File: src/hw/pipe_defines.svh
`ifndef PIPE_DEFINES_SVH
`define PIPE_DEFINES_SVH

// datapath width
`define PIPE_XLEN 32

// register file address width, r0 means no write
`define PIPE_REG_AW 5

// stall/clear bits: 0 ex, 1 m1, 2 m2
`define PIPE_STAGE_NUM 3

`define PIPE_FWD_NUM 4 // own, m1, m2, wb

`define PIPE_PC_STEP 4

`endif

File: src/hw/flow_pkg.sv
`include "pipe_defines.svh"

package flow_pkg;

	// register, pc, immediate and result values
	typedef logic [`PIPE_XLEN-1:0] data_t;

	typedef logic [`PIPE_REG_AW-1:0] reg_addr_t;

	// one-hot forwarding source
	// bit 0 own operand, bit 1 m1, bit 2 m2, bit 3 wb
	typedef logic [`PIPE_FWD_NUM-1:0] fwd_src_t;

	// per-stage stall and clear bits
	typedef logic [`PIPE_STAGE_NUM-1:0] stage_vec_t;

	// 16x16 partial product
	typedef logic [`PIPE_XLEN-1:0] half_prod_t;

endpackage

File: src/hw/op_pkg.sv
package op_pkg;

	// alu operation codes
	typedef enum logic [3:0] {
		alu_add  = 4'd0,
		alu_sub  = 4'd1,
		alu_and  = 4'd2,
		alu_or   = 4'd3,
		alu_xor  = 4'd4,
		alu_nor  = 4'd5,
		alu_sll  = 4'd6,
		alu_srl  = 4'd7,
		alu_sra  = 4'd8,
		alu_slt  = 4'd9,
		alu_sltu = 4'd10,
		alu_lui  = 4'd11  // passes operand b
	} alu_op_e;

	typedef enum logic [1:0] {
		br_none = 2'd0,
		br_beq  = 2'd1,
		br_bne  = 2'd2,
		br_jirl = 2'd3
	} br_type_e;

	typedef enum logic [1:0] {
		wb_alu  = 2'd0,
		wb_link = 2'd1,
		wb_mul  = 2'd2  // product only valid from m2 on
	} wb_sel_e;

endpackage

File: src/hw/backend_pipe.sv
`timescale 1ns/1ns

module backend_pipe (
	input  logic                clk,
	input  logic                rst_n,
	input  logic                issue_i,
	input  op_pkg::alu_op_e     op_i,
	input  logic                use_imm_i,
	input  op_pkg::br_type_e    br_type_i,
	input  op_pkg::wb_sel_e     wb_sel_i,
	input  logic                predict_taken_i,
	input  flow_pkg::data_t     pc_i,
	input  flow_pkg::data_t     imm_i,
	input  flow_pkg::data_t     rj_data_i,
	input  flow_pkg::data_t     rk_data_i,
	input  flow_pkg::fwd_src_t  fwd_j_i,
	input  flow_pkg::fwd_src_t  fwd_k_i,
	input  flow_pkg::reg_addr_t w_reg_i,
	input  flow_pkg::stage_vec_t stall_i,
	input  flow_pkg::stage_vec_t clear_i,
	output logic                redirect_o,
	output flow_pkg::data_t     redirect_pc_o,
	output flow_pkg::reg_addr_t reg_w_addr_o,
	output flow_pkg::data_t     reg_w_data_o
);
	import op_pkg::*;
	import flow_pkg::*;

	// ex -> m1
	logic      ex_valid;
	reg_addr_t ex_w_reg;
	wb_sel_e   ex_wb_sel;
	data_t     ex_result, ex_opnd_j, ex_opnd_k;

	// m1 -> m2
	logic           m1_valid;
	reg_addr_t      m1_w_reg;
	wb_sel_e        m1_wb_sel;
	data_t          m1_result;
	half_prod_t [3:0] m1_pp;

	// forwarding sources back into ex
	data_t m2_result, wb_result;

	ex_stage u_ex (
		.clk, .rst_n,
		.issue_i, .op_i, .use_imm_i, .br_type_i, .wb_sel_i, .predict_taken_i,
		.pc_i, .imm_i, .rj_data_i, .rk_data_i, .fwd_j_i, .fwd_k_i, .w_reg_i,
		.stall_i,
		.m1_result_i(m1_result), .m2_result_i(m2_result), .wb_result_i(wb_result),
		.redirect_o, .redirect_pc_o,
		.valid_o(ex_valid), .w_reg_o(ex_w_reg), .wb_sel_o(ex_wb_sel),
		.result_o(ex_result), .opnd_j_o(ex_opnd_j), .opnd_k_o(ex_opnd_k)
	);

	m1_stage u_m1 (
		.clk, .rst_n, .stall_i, .clear_i,
		.valid_i(ex_valid), .w_reg_i(ex_w_reg), .wb_sel_i(ex_wb_sel),
		.result_i(ex_result), .opnd_j_i(ex_opnd_j), .opnd_k_i(ex_opnd_k),
		.valid_o(m1_valid), .w_reg_o(m1_w_reg), .wb_sel_o(m1_wb_sel),
		.result_o(m1_result), .pp_o(m1_pp)
	);

	m2_stage u_m2 (
		.clk, .rst_n, .stall_i, .clear_i,
		.valid_i(m1_valid), .w_reg_i(m1_w_reg), .wb_sel_i(m1_wb_sel),
		.result_i(m1_result), .pp_i(m1_pp),
		.m2_result_o(m2_result), .wb_result_o(wb_result),
		.reg_w_addr_o, .reg_w_data_o
	);

endmodule

File: src/hw/branch_unit.sv
`timescale 1ns/1ns
`include "pipe_defines.svh"

module branch_unit (
	input  op_pkg::br_type_e br_type_i,
	input  logic             valid_i,
	input  logic             stall_i,
	input  logic             predict_taken_i,
	input  flow_pkg::data_t  pc_i,
	input  flow_pkg::data_t  imm_i,
	input  flow_pkg::data_t  rj_i,
	input  flow_pkg::data_t  rk_i,
	output flow_pkg::data_t  link_o,
	output logic             redirect_o,
	output flow_pkg::data_t  redirect_pc_o
);
	import op_pkg::*;
	import flow_pkg::*;

	logic  taken;
	data_t target;

	always_comb begin
		case (br_type_i)
			br_beq:  taken = (rj_i == rk_i);
			br_bne:  taken = (rj_i != rk_i);
			br_jirl: taken = 1'b1;
			default: taken = 1'b0;
		endcase
	end

	// jirl is register relative, the rest pc relative
	assign target = ((br_type_i == br_jirl) ? rj_i : pc_i) + imm_i;
	assign link_o = pc_i + data_t'(`PIPE_PC_STEP);

	// one pulse per branch, only once ex lets it go
	assign redirect_o    = valid_i & ~stall_i & (br_type_i != br_none) & (taken != predict_taken_i);
	assign redirect_pc_o = taken ? target : link_o;

endmodule

File: src/hw/ex_alu.sv
`timescale 1ns/1ns

module ex_alu (
	input  op_pkg::alu_op_e  op_i,
	input  flow_pkg::data_t  a_i,
	input  flow_pkg::data_t  b_i,
	output flow_pkg::data_t  result_o
);
	import op_pkg::*;
	import flow_pkg::*;

	logic [4:0] shamt;
	logic       lt_signed, lt_unsigned;

	assign shamt       = b_i[4:0];
	assign lt_signed   = $signed(a_i) < $signed(b_i);
	assign lt_unsigned = a_i < b_i;

	always_comb begin
		unique case (op_i)
			alu_add:  result_o = a_i + b_i;
			alu_sub:  result_o = a_i - b_i;
			alu_and:  result_o = a_i & b_i;
			alu_or:   result_o = a_i | b_i;
			alu_xor:  result_o = a_i ^ b_i;
			alu_nor:  result_o = ~(a_i | b_i);
			alu_sll:  result_o = a_i << shamt;
			alu_srl:  result_o = a_i >> shamt;
			alu_sra:  result_o = data_t'($signed(a_i) >>> shamt);
			alu_slt:  result_o = data_t'(lt_signed);
			alu_sltu: result_o = data_t'(lt_unsigned);
			alu_lui:  result_o = b_i; // upper immediate comes in pre-shifted
			default:  result_o = '0;
		endcase
	end

endmodule

File: src/hw/ex_stage.sv
`timescale 1ns/1ns

module ex_stage (
	input  logic                 clk,
	input  logic                 rst_n,
	input  logic                 issue_i,
	input  op_pkg::alu_op_e      op_i,
	input  logic                 use_imm_i,
	input  op_pkg::br_type_e     br_type_i,
	input  op_pkg::wb_sel_e      wb_sel_i,
	input  logic                 predict_taken_i,
	input  flow_pkg::data_t      pc_i,
	input  flow_pkg::data_t      imm_i,
	input  flow_pkg::data_t      rj_data_i,
	input  flow_pkg::data_t      rk_data_i,
	input  flow_pkg::fwd_src_t   fwd_j_i,
	input  flow_pkg::fwd_src_t   fwd_k_i,
	input  flow_pkg::reg_addr_t  w_reg_i,
	input  flow_pkg::stage_vec_t stall_i,
	input  flow_pkg::data_t      m1_result_i,
	input  flow_pkg::data_t      m2_result_i,
	input  flow_pkg::data_t      wb_result_i,
	output logic                 redirect_o,
	output flow_pkg::data_t      redirect_pc_o,
	output logic                 valid_o,
	output flow_pkg::reg_addr_t  w_reg_o,
	output op_pkg::wb_sel_e      wb_sel_o,
	output flow_pkg::data_t      result_o,
	output flow_pkg::data_t      opnd_j_o,
	output flow_pkg::data_t      opnd_k_o
);
	import op_pkg::*;
	import flow_pkg::*;

	logic      ex_valid;
	reg_addr_t ex_w_reg;
	wb_sel_e   ex_wb_sel;
	br_type_e  ex_br_type;
	fwd_src_t  ex_fwd_j, ex_fwd_k;
	alu_op_e   ex_op;
	logic      ex_use_imm, ex_predict;
	data_t     ex_pc, ex_imm, ex_rj, ex_rk;

	data_t alu_b, alu_result, link;

	// one-hot and-or pick of an operand
	function automatic data_t fwd_pick(fwd_src_t sel, data_t own, data_t m1, data_t m2,
		data_t wb);
		data_t val;
		val = '0;
		if (sel[0]) val = val | own;
		if (sel[1]) val = val | m1;
		if (sel[2]) val = val | m2;
		if (sel[3]) val = val | wb;
		return val;
	endfunction

	// follow the producer down the pipe while ex is held
	// m1 -> m2 -> wb -> own register
	function automatic fwd_src_t retarget(fwd_src_t sel, stage_vec_t stall);
		if ((sel[1] & ~stall[1]) | (sel[2] & ~stall[2]) | sel[3])
			return {sel[2:1], 1'b0, ~|sel[2:1]};
		return sel;
	endfunction

	always_ff @(posedge clk) begin
		if (!rst_n) begin
			ex_valid   <= 1'b0;
			ex_w_reg   <= '0;
			ex_wb_sel  <= wb_alu;
			ex_br_type <= br_none;
			ex_fwd_j   <= 4'b0001;
			ex_fwd_k   <= 4'b0001;
		end else if (!stall_i[0]) begin
			ex_valid   <= issue_i;
			ex_w_reg   <= issue_i ? w_reg_i : '0;
			ex_wb_sel  <= issue_i ? wb_sel_i : wb_alu;
			ex_br_type <= issue_i ? br_type_i : br_none; // bubble never redirects
			ex_fwd_j   <= issue_i ? fwd_j_i : 4'b0001;
			ex_fwd_k   <= issue_i ? fwd_k_i : 4'b0001;
		end else begin
			ex_fwd_j <= retarget(ex_fwd_j, stall_i);
			ex_fwd_k <= retarget(ex_fwd_k, stall_i);
		end
	end

	always_ff @(posedge clk) begin
		if (!stall_i[0]) begin
			ex_op      <= op_i;
			ex_use_imm <= use_imm_i;
			ex_predict <= predict_taken_i;
			ex_pc      <= pc_i;
			ex_imm     <= imm_i;
			ex_rj      <= rj_data_i;
			ex_rk      <= rk_data_i;
		end else begin
			// keep whatever was forwarded this cycle
			ex_rj <= opnd_j_o;
			ex_rk <= opnd_k_o;
		end
	end

	assign opnd_j_o = fwd_pick(ex_fwd_j, ex_rj, m1_result_i, m2_result_i, wb_result_i);
	assign opnd_k_o = fwd_pick(ex_fwd_k, ex_rk, m1_result_i, m2_result_i, wb_result_i);

	assign alu_b = ex_use_imm ? ex_imm : opnd_k_o;

	ex_alu u_alu (
		.op_i(ex_op),
		.a_i(opnd_j_o),
		.b_i(alu_b),
		.result_o(alu_result)
	);

	branch_unit u_br (
		.br_type_i(ex_br_type),
		.valid_i(ex_valid),
		.stall_i(stall_i[0]),
		.predict_taken_i(ex_predict),
		.pc_i(ex_pc),
		.imm_i(ex_imm),
		.rj_i(opnd_j_o),
		.rk_i(opnd_k_o),
		.link_o(link),
		.redirect_o,
		.redirect_pc_o
	);

	assign valid_o  = ex_valid;
	assign w_reg_o  = ex_w_reg;
	assign wb_sel_o = ex_wb_sel;
	assign result_o = (ex_wb_sel == wb_link) ? link : alu_result;

endmodule

File: src/hw/m1_stage.sv
`timescale 1ns/1ns

module m1_stage (
	input  logic                  clk,
	input  logic                  rst_n,
	input  flow_pkg::stage_vec_t  stall_i,
	input  flow_pkg::stage_vec_t  clear_i,
	input  logic                  valid_i,
	input  flow_pkg::reg_addr_t   w_reg_i,
	input  op_pkg::wb_sel_e       wb_sel_i,
	input  flow_pkg::data_t       result_i,
	input  flow_pkg::data_t       opnd_j_i,
	input  flow_pkg::data_t       opnd_k_i,
	output logic                  valid_o,
	output flow_pkg::reg_addr_t   w_reg_o,
	output op_pkg::wb_sel_e       wb_sel_o,
	output flow_pkg::data_t       result_o,
	output flow_pkg::half_prod_t [3:0] pp_o
);
	import op_pkg::*;
	import flow_pkg::*;

	localparam int HALF = 16;

	data_t opnd_j_q, opnd_k_q;
	logic  take_bubble;

	assign take_bubble = stall_i[0] | clear_i[0];

	always_ff @(posedge clk) begin
		if (!rst_n) begin
			valid_o  <= 1'b0;
			w_reg_o  <= '0;
			wb_sel_o <= wb_alu;
		end else if (!stall_i[1]) begin
			valid_o  <= take_bubble ? 1'b0 : valid_i;
			w_reg_o  <= take_bubble ? '0 : w_reg_i;
			wb_sel_o <= take_bubble ? wb_alu : wb_sel_i;
		end
	end

	always_ff @(posedge clk) begin
		if (!stall_i[1]) begin
			result_o <= result_i;
			opnd_j_q <= opnd_j_i;
			opnd_k_q <= opnd_k_i;
		end
	end

	// unsigned 16x16 slices summed in m2
	assign pp_o[0] = opnd_j_q[HALF-1:0] * opnd_k_q[HALF-1:0];          // lo.lo
	assign pp_o[1] = opnd_j_q[HALF-1:0] * opnd_k_q[2*HALF-1:HALF];     // lo.hi
	assign pp_o[2] = opnd_j_q[2*HALF-1:HALF] * opnd_k_q[HALF-1:0];     // hi.lo
	assign pp_o[3] = opnd_j_q[2*HALF-1:HALF] * opnd_k_q[2*HALF-1:HALF]; // hi.hi

endmodule

File: src/hw/m2_stage.sv
`timescale 1ns/1ns

module m2_stage (
	input  logic                  clk,
	input  logic                  rst_n,
	input  flow_pkg::stage_vec_t  stall_i,
	input  flow_pkg::stage_vec_t  clear_i,
	input  logic                  valid_i,
	input  flow_pkg::reg_addr_t   w_reg_i,
	input  op_pkg::wb_sel_e       wb_sel_i,
	input  flow_pkg::data_t       result_i,
	input  flow_pkg::half_prod_t [3:0] pp_i,
	output flow_pkg::data_t       m2_result_o,
	output flow_pkg::data_t       wb_result_o,
	output flow_pkg::reg_addr_t   reg_w_addr_o,
	output flow_pkg::data_t       reg_w_data_o
);
	import op_pkg::*;
	import flow_pkg::*;

	logic             m2_valid;
	reg_addr_t        m2_w_reg;
	wb_sel_e          m2_wb_sel;
	data_t            m2_result;
	half_prod_t [3:0] m2_pp;
	logic [63:0]      prod_full;

	reg_addr_t wb_w_reg;
	data_t     wb_data;

	always_ff @(posedge clk) begin
		if (!rst_n) begin
			m2_valid  <= 1'b0;
			m2_w_reg  <= '0;
			m2_wb_sel <= wb_alu;
		end else if (!stall_i[2]) begin
			if (stall_i[1] | clear_i[1]) begin
				m2_valid  <= 1'b0;
				m2_w_reg  <= '0;
				m2_wb_sel <= wb_alu;
			end else begin
				m2_valid  <= valid_i;
				m2_w_reg  <= w_reg_i;
				m2_wb_sel <= wb_sel_i;
			end
		end
	end

	always_ff @(posedge clk) begin
		if (!stall_i[2]) begin
			m2_result <= result_i;
			m2_pp     <= pp_i;
		end
	end

	// only the low word is written back
	assign prod_full = {m2_pp[3], 32'd0} + {16'd0, m2_pp[2], 16'd0}
		+ {16'd0, m2_pp[1], 16'd0} + {32'd0, m2_pp[0]};

	assign m2_result_o = (m2_wb_sel == wb_mul) ? prod_full[31:0] : m2_result;

	// wb register, never stalled
	always_ff @(posedge clk) begin
		if (!rst_n) begin
			wb_w_reg <= '0;
		end else if (stall_i[2] | clear_i[2]) begin
			wb_w_reg <= '0;
		end else begin
			wb_w_reg <= m2_valid ? m2_w_reg : '0;
		end
	end

	always_ff @(posedge clk) begin
		wb_data <= m2_result_o;
	end

	assign wb_result_o  = wb_data;
	assign reg_w_addr_o = wb_w_reg;
	assign reg_w_data_o = wb_data;

endmodule

File: config.mk
export PLATFORM = sky130hd
export DESIGN_NAME = backend_pipe
export DESIGN_NICKNAME = d
export VERILOG_FILES = /design/src/hw/flow_pkg.sv /design/src/hw/op_pkg.sv /design/src/hw/backend_pipe.sv /design/src/hw/branch_unit.sv /design/src/hw/ex_alu.sv /design/src/hw/ex_stage.sv /design/src/hw/m1_stage.sv /design/src/hw/m2_stage.sv
export VERILOG_INCLUDE_DIRS = /design/src /design/src/hw
export SDC_FILE = /design/constraint.sdc
export NUM_CORES = 2
export LEC_CHECK = 0
export BUFFER_PORTS_ARGS = -buffer_cell sky130_fd_sc_hd__buf_2
export CORE_MARGIN = 4
export CORE_UTILIZATION = 45
export DETAILED_ROUTE_END_ITERATION = 8
export REMOVE_ABC_BUFFERS = 1
export SLEW_MARGIN = 20
export SYNTH_ARGS = -nofsm -noshare
export SYNTH_HDL_FRONTEND = slang
export SYNTH_SLANG_ARGS = --single-unit
export TNS_END_PERCENT = 5
File: constraint.sdc
create_clock -name clk -period 16.1 [get_ports clk]
set_clock_uncertainty 0.15 [all_clocks]
set_input_delay 3.22 -clock clk [delete_from_list [all_inputs] [get_ports clk]]
set_output_delay 3.22 -clock clk [all_outputs]
set_load 0.02 [all_outputs]
==> results.md <==
- Clk pin slew, worst setup/hold paths: 0.06 ns
- CP max FO: 38
- Min-delay worst type: flop to flop
- # resized after CTS: 0
- Status: completed
- Post-DRT Antenna Nets: 0
- Post-Synth Adder-Cell Area: 26.7%
- Mux cell area share after synthesis: 3.76%
- First-pass GRT wire length: 250,000 um
- Largest family of logic cells by synthesized area: adder cells
- Die Span Y: 321 um
- Crit Path Class: flop to output port
- P&R area growth vs syn: 8.94%
- Max reg flops: 64
- DRT Pass-1 Iters: 9
- Fmax achieved: 102 MHz
- Tmin final: 9.83 ns
- Gate Count Post-Synth: 5,055
- Critical hold path startpoint: u_m2.m2_w_reg[1]
- Max-cap viol count: 0
- Die W: 321 um
- FILL cells: 9,332
- Hold_buf cts: 0
- DR DRC count: 0
- Post-CTS setup repair buffer count: 0
- CP required: 12.73 ns
- Fraction of layout cells with a size suffix above 1: 10.2%
- Max layer used: met5
- R2R depth: 25
- Count of cell types in the netlist: 108
- Largest Register: u_m2.m2_pp
- Final Net Count: 6,027
- Clock tree from TritonCTS: done
- TritonCTS Buffers: 43
- Sequential cell area fraction in the yosys report: 23.9%
- Clk root buf: clkbuf_16
- Place WS: 7.05 ns
- Initial antenna violation count: 7
- Global route total overflow: 0
- Clk buf depth: 3
- Final hold vios: 0
- Mapped Area: 44,200 um^2
- Detailed Route Iter0 Violations: 4,022
- RSZ-0062 raised after global routing: false
- Met2 Routed Length: 76,500 um
- Post-synthesis simple-gate area fraction: 15.8%
- Seq cells post-synth: 397
- Core ar.: 97,000 um^2
- Met3 WL: 12,300 um
- Post-DP HPWL: 132,000 um
- Crit. End Element: output port
- Initial Util: 45.5%
- Ys Warns: 0
- Setup TNS: 0 ns
- Fin crit share: 61.0%
- Clk sink count: 397
- Min-Delay Endpoint: u_m2.reg_w_addr_o[1]
- Max Slew Vio Count: 0
- Relative slew slack: 23.2%
- Routability cong.: 1.01
- Ports: 230
- Post-synth EDFFs: 262
- Kind of start point of the critical path: flop
- Slew at the pin closest to its max-slew limit: 1.15 ns
- Drt wl/cell: 26.1 um
- Reg2Reg Capture Point: u_m2.m2_pp[30]
- Buffers on Ports: 229
- Critical path arrival: 6.46 ns
- Async set-reset flop share out of synthesis: 0%
- Via Count: 38,736
- GRT Total Usage: 32.2%
- Drt total wl: 168,000 um
- Routed metal-1 wirelength: 72,000 um
- Hold depth: 1
- Worst setup margin: 6.27 ns
- H-tree Lvls: 2
- Reg-to-reg setup timing slack: 8.39 ns
- Largest net degree at the start of global routing: 67
- Xor and xnor area share after synthesis: 3.97%
- Vias in the first global route: 38,287
- Top FF cell, synth: edfxtp_1
- Synth Area in Compound Gates: 18.0%
- DIE AREA: 103,000 um^2
- Reg-to-Reg Start: u_m1.opnd_j_q[12]
- Syn_area_per_cell: 8.74 um^2
- Endpoints failing setup: 0
- Vias per Instance: 6.00
- Site Rows: 114
- Worst-Skew Late Latency: 0.60 ns
-- critical path, stage by stage (launching register included) --
cell,delay (ns)
dfxtp_1,0.37
nor2b_4,0.15
buf_4,0.46
mux2_2,0.49
a21oi_1,0.17
buf_4,0.21
a21oi_1,0.09
ha_1,0.25
fa_1,0.46
a211oi_1,0.39
o21ai_0,0.28
a211oi_1,0.37
o21ai_0,0.23
o21ai_0,0.22
buf_4,0.18
o21ai_0,0.16
a31oi_1,0.30
o21ai_0,0.19
a21o_1,0.21
a21oi_1,0.17
xor2_1,0.17
mux2i_1,0.09
buf_2,0.19
-- stage by stage --
step	instances	cell area, um^2	hold WS (ns)	util [%]
floorplan	4764	43000	0.280	-
finish	6461	48100	0.316	49.6
detailed placement	6379	46600	0.297	48.0
CTS	6459	48100	0.313	49.6
global placement	6379	46600	0.295	48.0
global route	6460	48100	0.330	49.6
-- layout make-up --
class / instances / area (um^2) / area share [%]
clock buffer: 58 / 1230 / 2.55
sequential: 397 / 10600 / 22.0
clock inverter: 22 / 279 / 0.580
antenna: 1 / 2.50 / 0.00520
inverter: 600 / 2280 / 4.73
timing repair buffer: 340 / 1990 / 4.13
tap: 1276 / 1600 / 3.32
multi-input combinational: 3767 / 30200 / 62.7
-- placed cells by master (no fill, tap or decap), types with 47 or more instances in the layout --
| cell type | count |
|---|---|
| o21ai_0 | 204 |
| buf_4 | 111 |
| nor3_1 | 59 |
| a222oi_1 | 48 |
| edfxtp_1 | 262 |
| and2_1 | 265 |
| fa_1 | 373 |
| buf_2 | 228 |
| a31oi_1 | 47 |
| nor2_1 | 376 |
| a21o_1 | 68 |
| inv_1 | 590 |
| dfxtp_1 | 134 |
| nand2_1 | 606 |
| xnor2_1 | 154 |
| ha_1 | 345 |
| mux2i_1 | 89 |
| a21oi_1 | 330 |
| nand3_1 | 55 |
-- Yosys cell counts (13+ instances only) --
cell type	count	area [um^2]
ha_1	345	4320
mux2_2	44	495
a211oi_1	43	323
nor2_1	378	1420
nand2b_1	28	175
xnor2_1	154	1350
a221o_1	26	260
and3_1	20	125
fa_1	373	7470
a21o_1	68	510
o22ai_1	25	156
a22oi_1	38	285
o221ai_1	26	228
o31ai_1	16	120
nor3_1	63	315
inv_1	594	2230
dfxtp_1	135	2700
o211ai_1	21	158
nand4_1	15	93.8
o21a_1	37	278
mux2i_1	89	891
nor4_1	15	93.8
a31oi_1	47	294
xor2_1	46	403
a222oi_1	48	480
o21bai_1	30	225
a21boi_0	13	97.6
buf_2	16	80.1
o21ai_0	206	1030
a21oi_1	330	1650
nor2b_1	32	200
a221oi_1	43	377
nand3_1	56	280
clkbuf_1	249	935
nand2_1	606	2270
and2_1	266	1660
buf_1	13	48.8
edfxtp_1	262	7870
-- kinds of logic after synthesis --
group	count (synthesis)
muxes	150
AOI/OAI and AO/OA	1176
DFF	397
xor gates and xnor gates	200
adders and majority gates	718
and+or+nand+nor	1523
buffers and inverters	891
-- worst max path at each step --
stage                                 start           endpoint  slack, ns
after global routing      u_m2.m2_wb_sel[1]  redirect_pc_o[24]       5.86
after CTS                 u_m2.m2_wb_sel[1]  redirect_pc_o[24]       6.34
final                     u_m2.m2_wb_sel[1]  redirect_pc_o[24]       6.27
after floorplan              u_m2.m2_pp[17]         redirect_o       6.36
after global placement     u_ex.ex_fwd_k[1]   redirect_pc_o[0]       7.00
after detailed placement  u_m2.m2_wb_sel[1]  redirect_pc_o[24]       7.05
-- metal layers --
layer	vias to the layer above	track usage (%)
met5	-	0
met4	6	12.2
met1	19134	44.1
met2	1784	52.2
li1	17483	-
met3	329	4.36
Power is left out: the tool's default activity adds up to more than one toggle a clock period on the data nets, which glitch-free logic cannot reach.
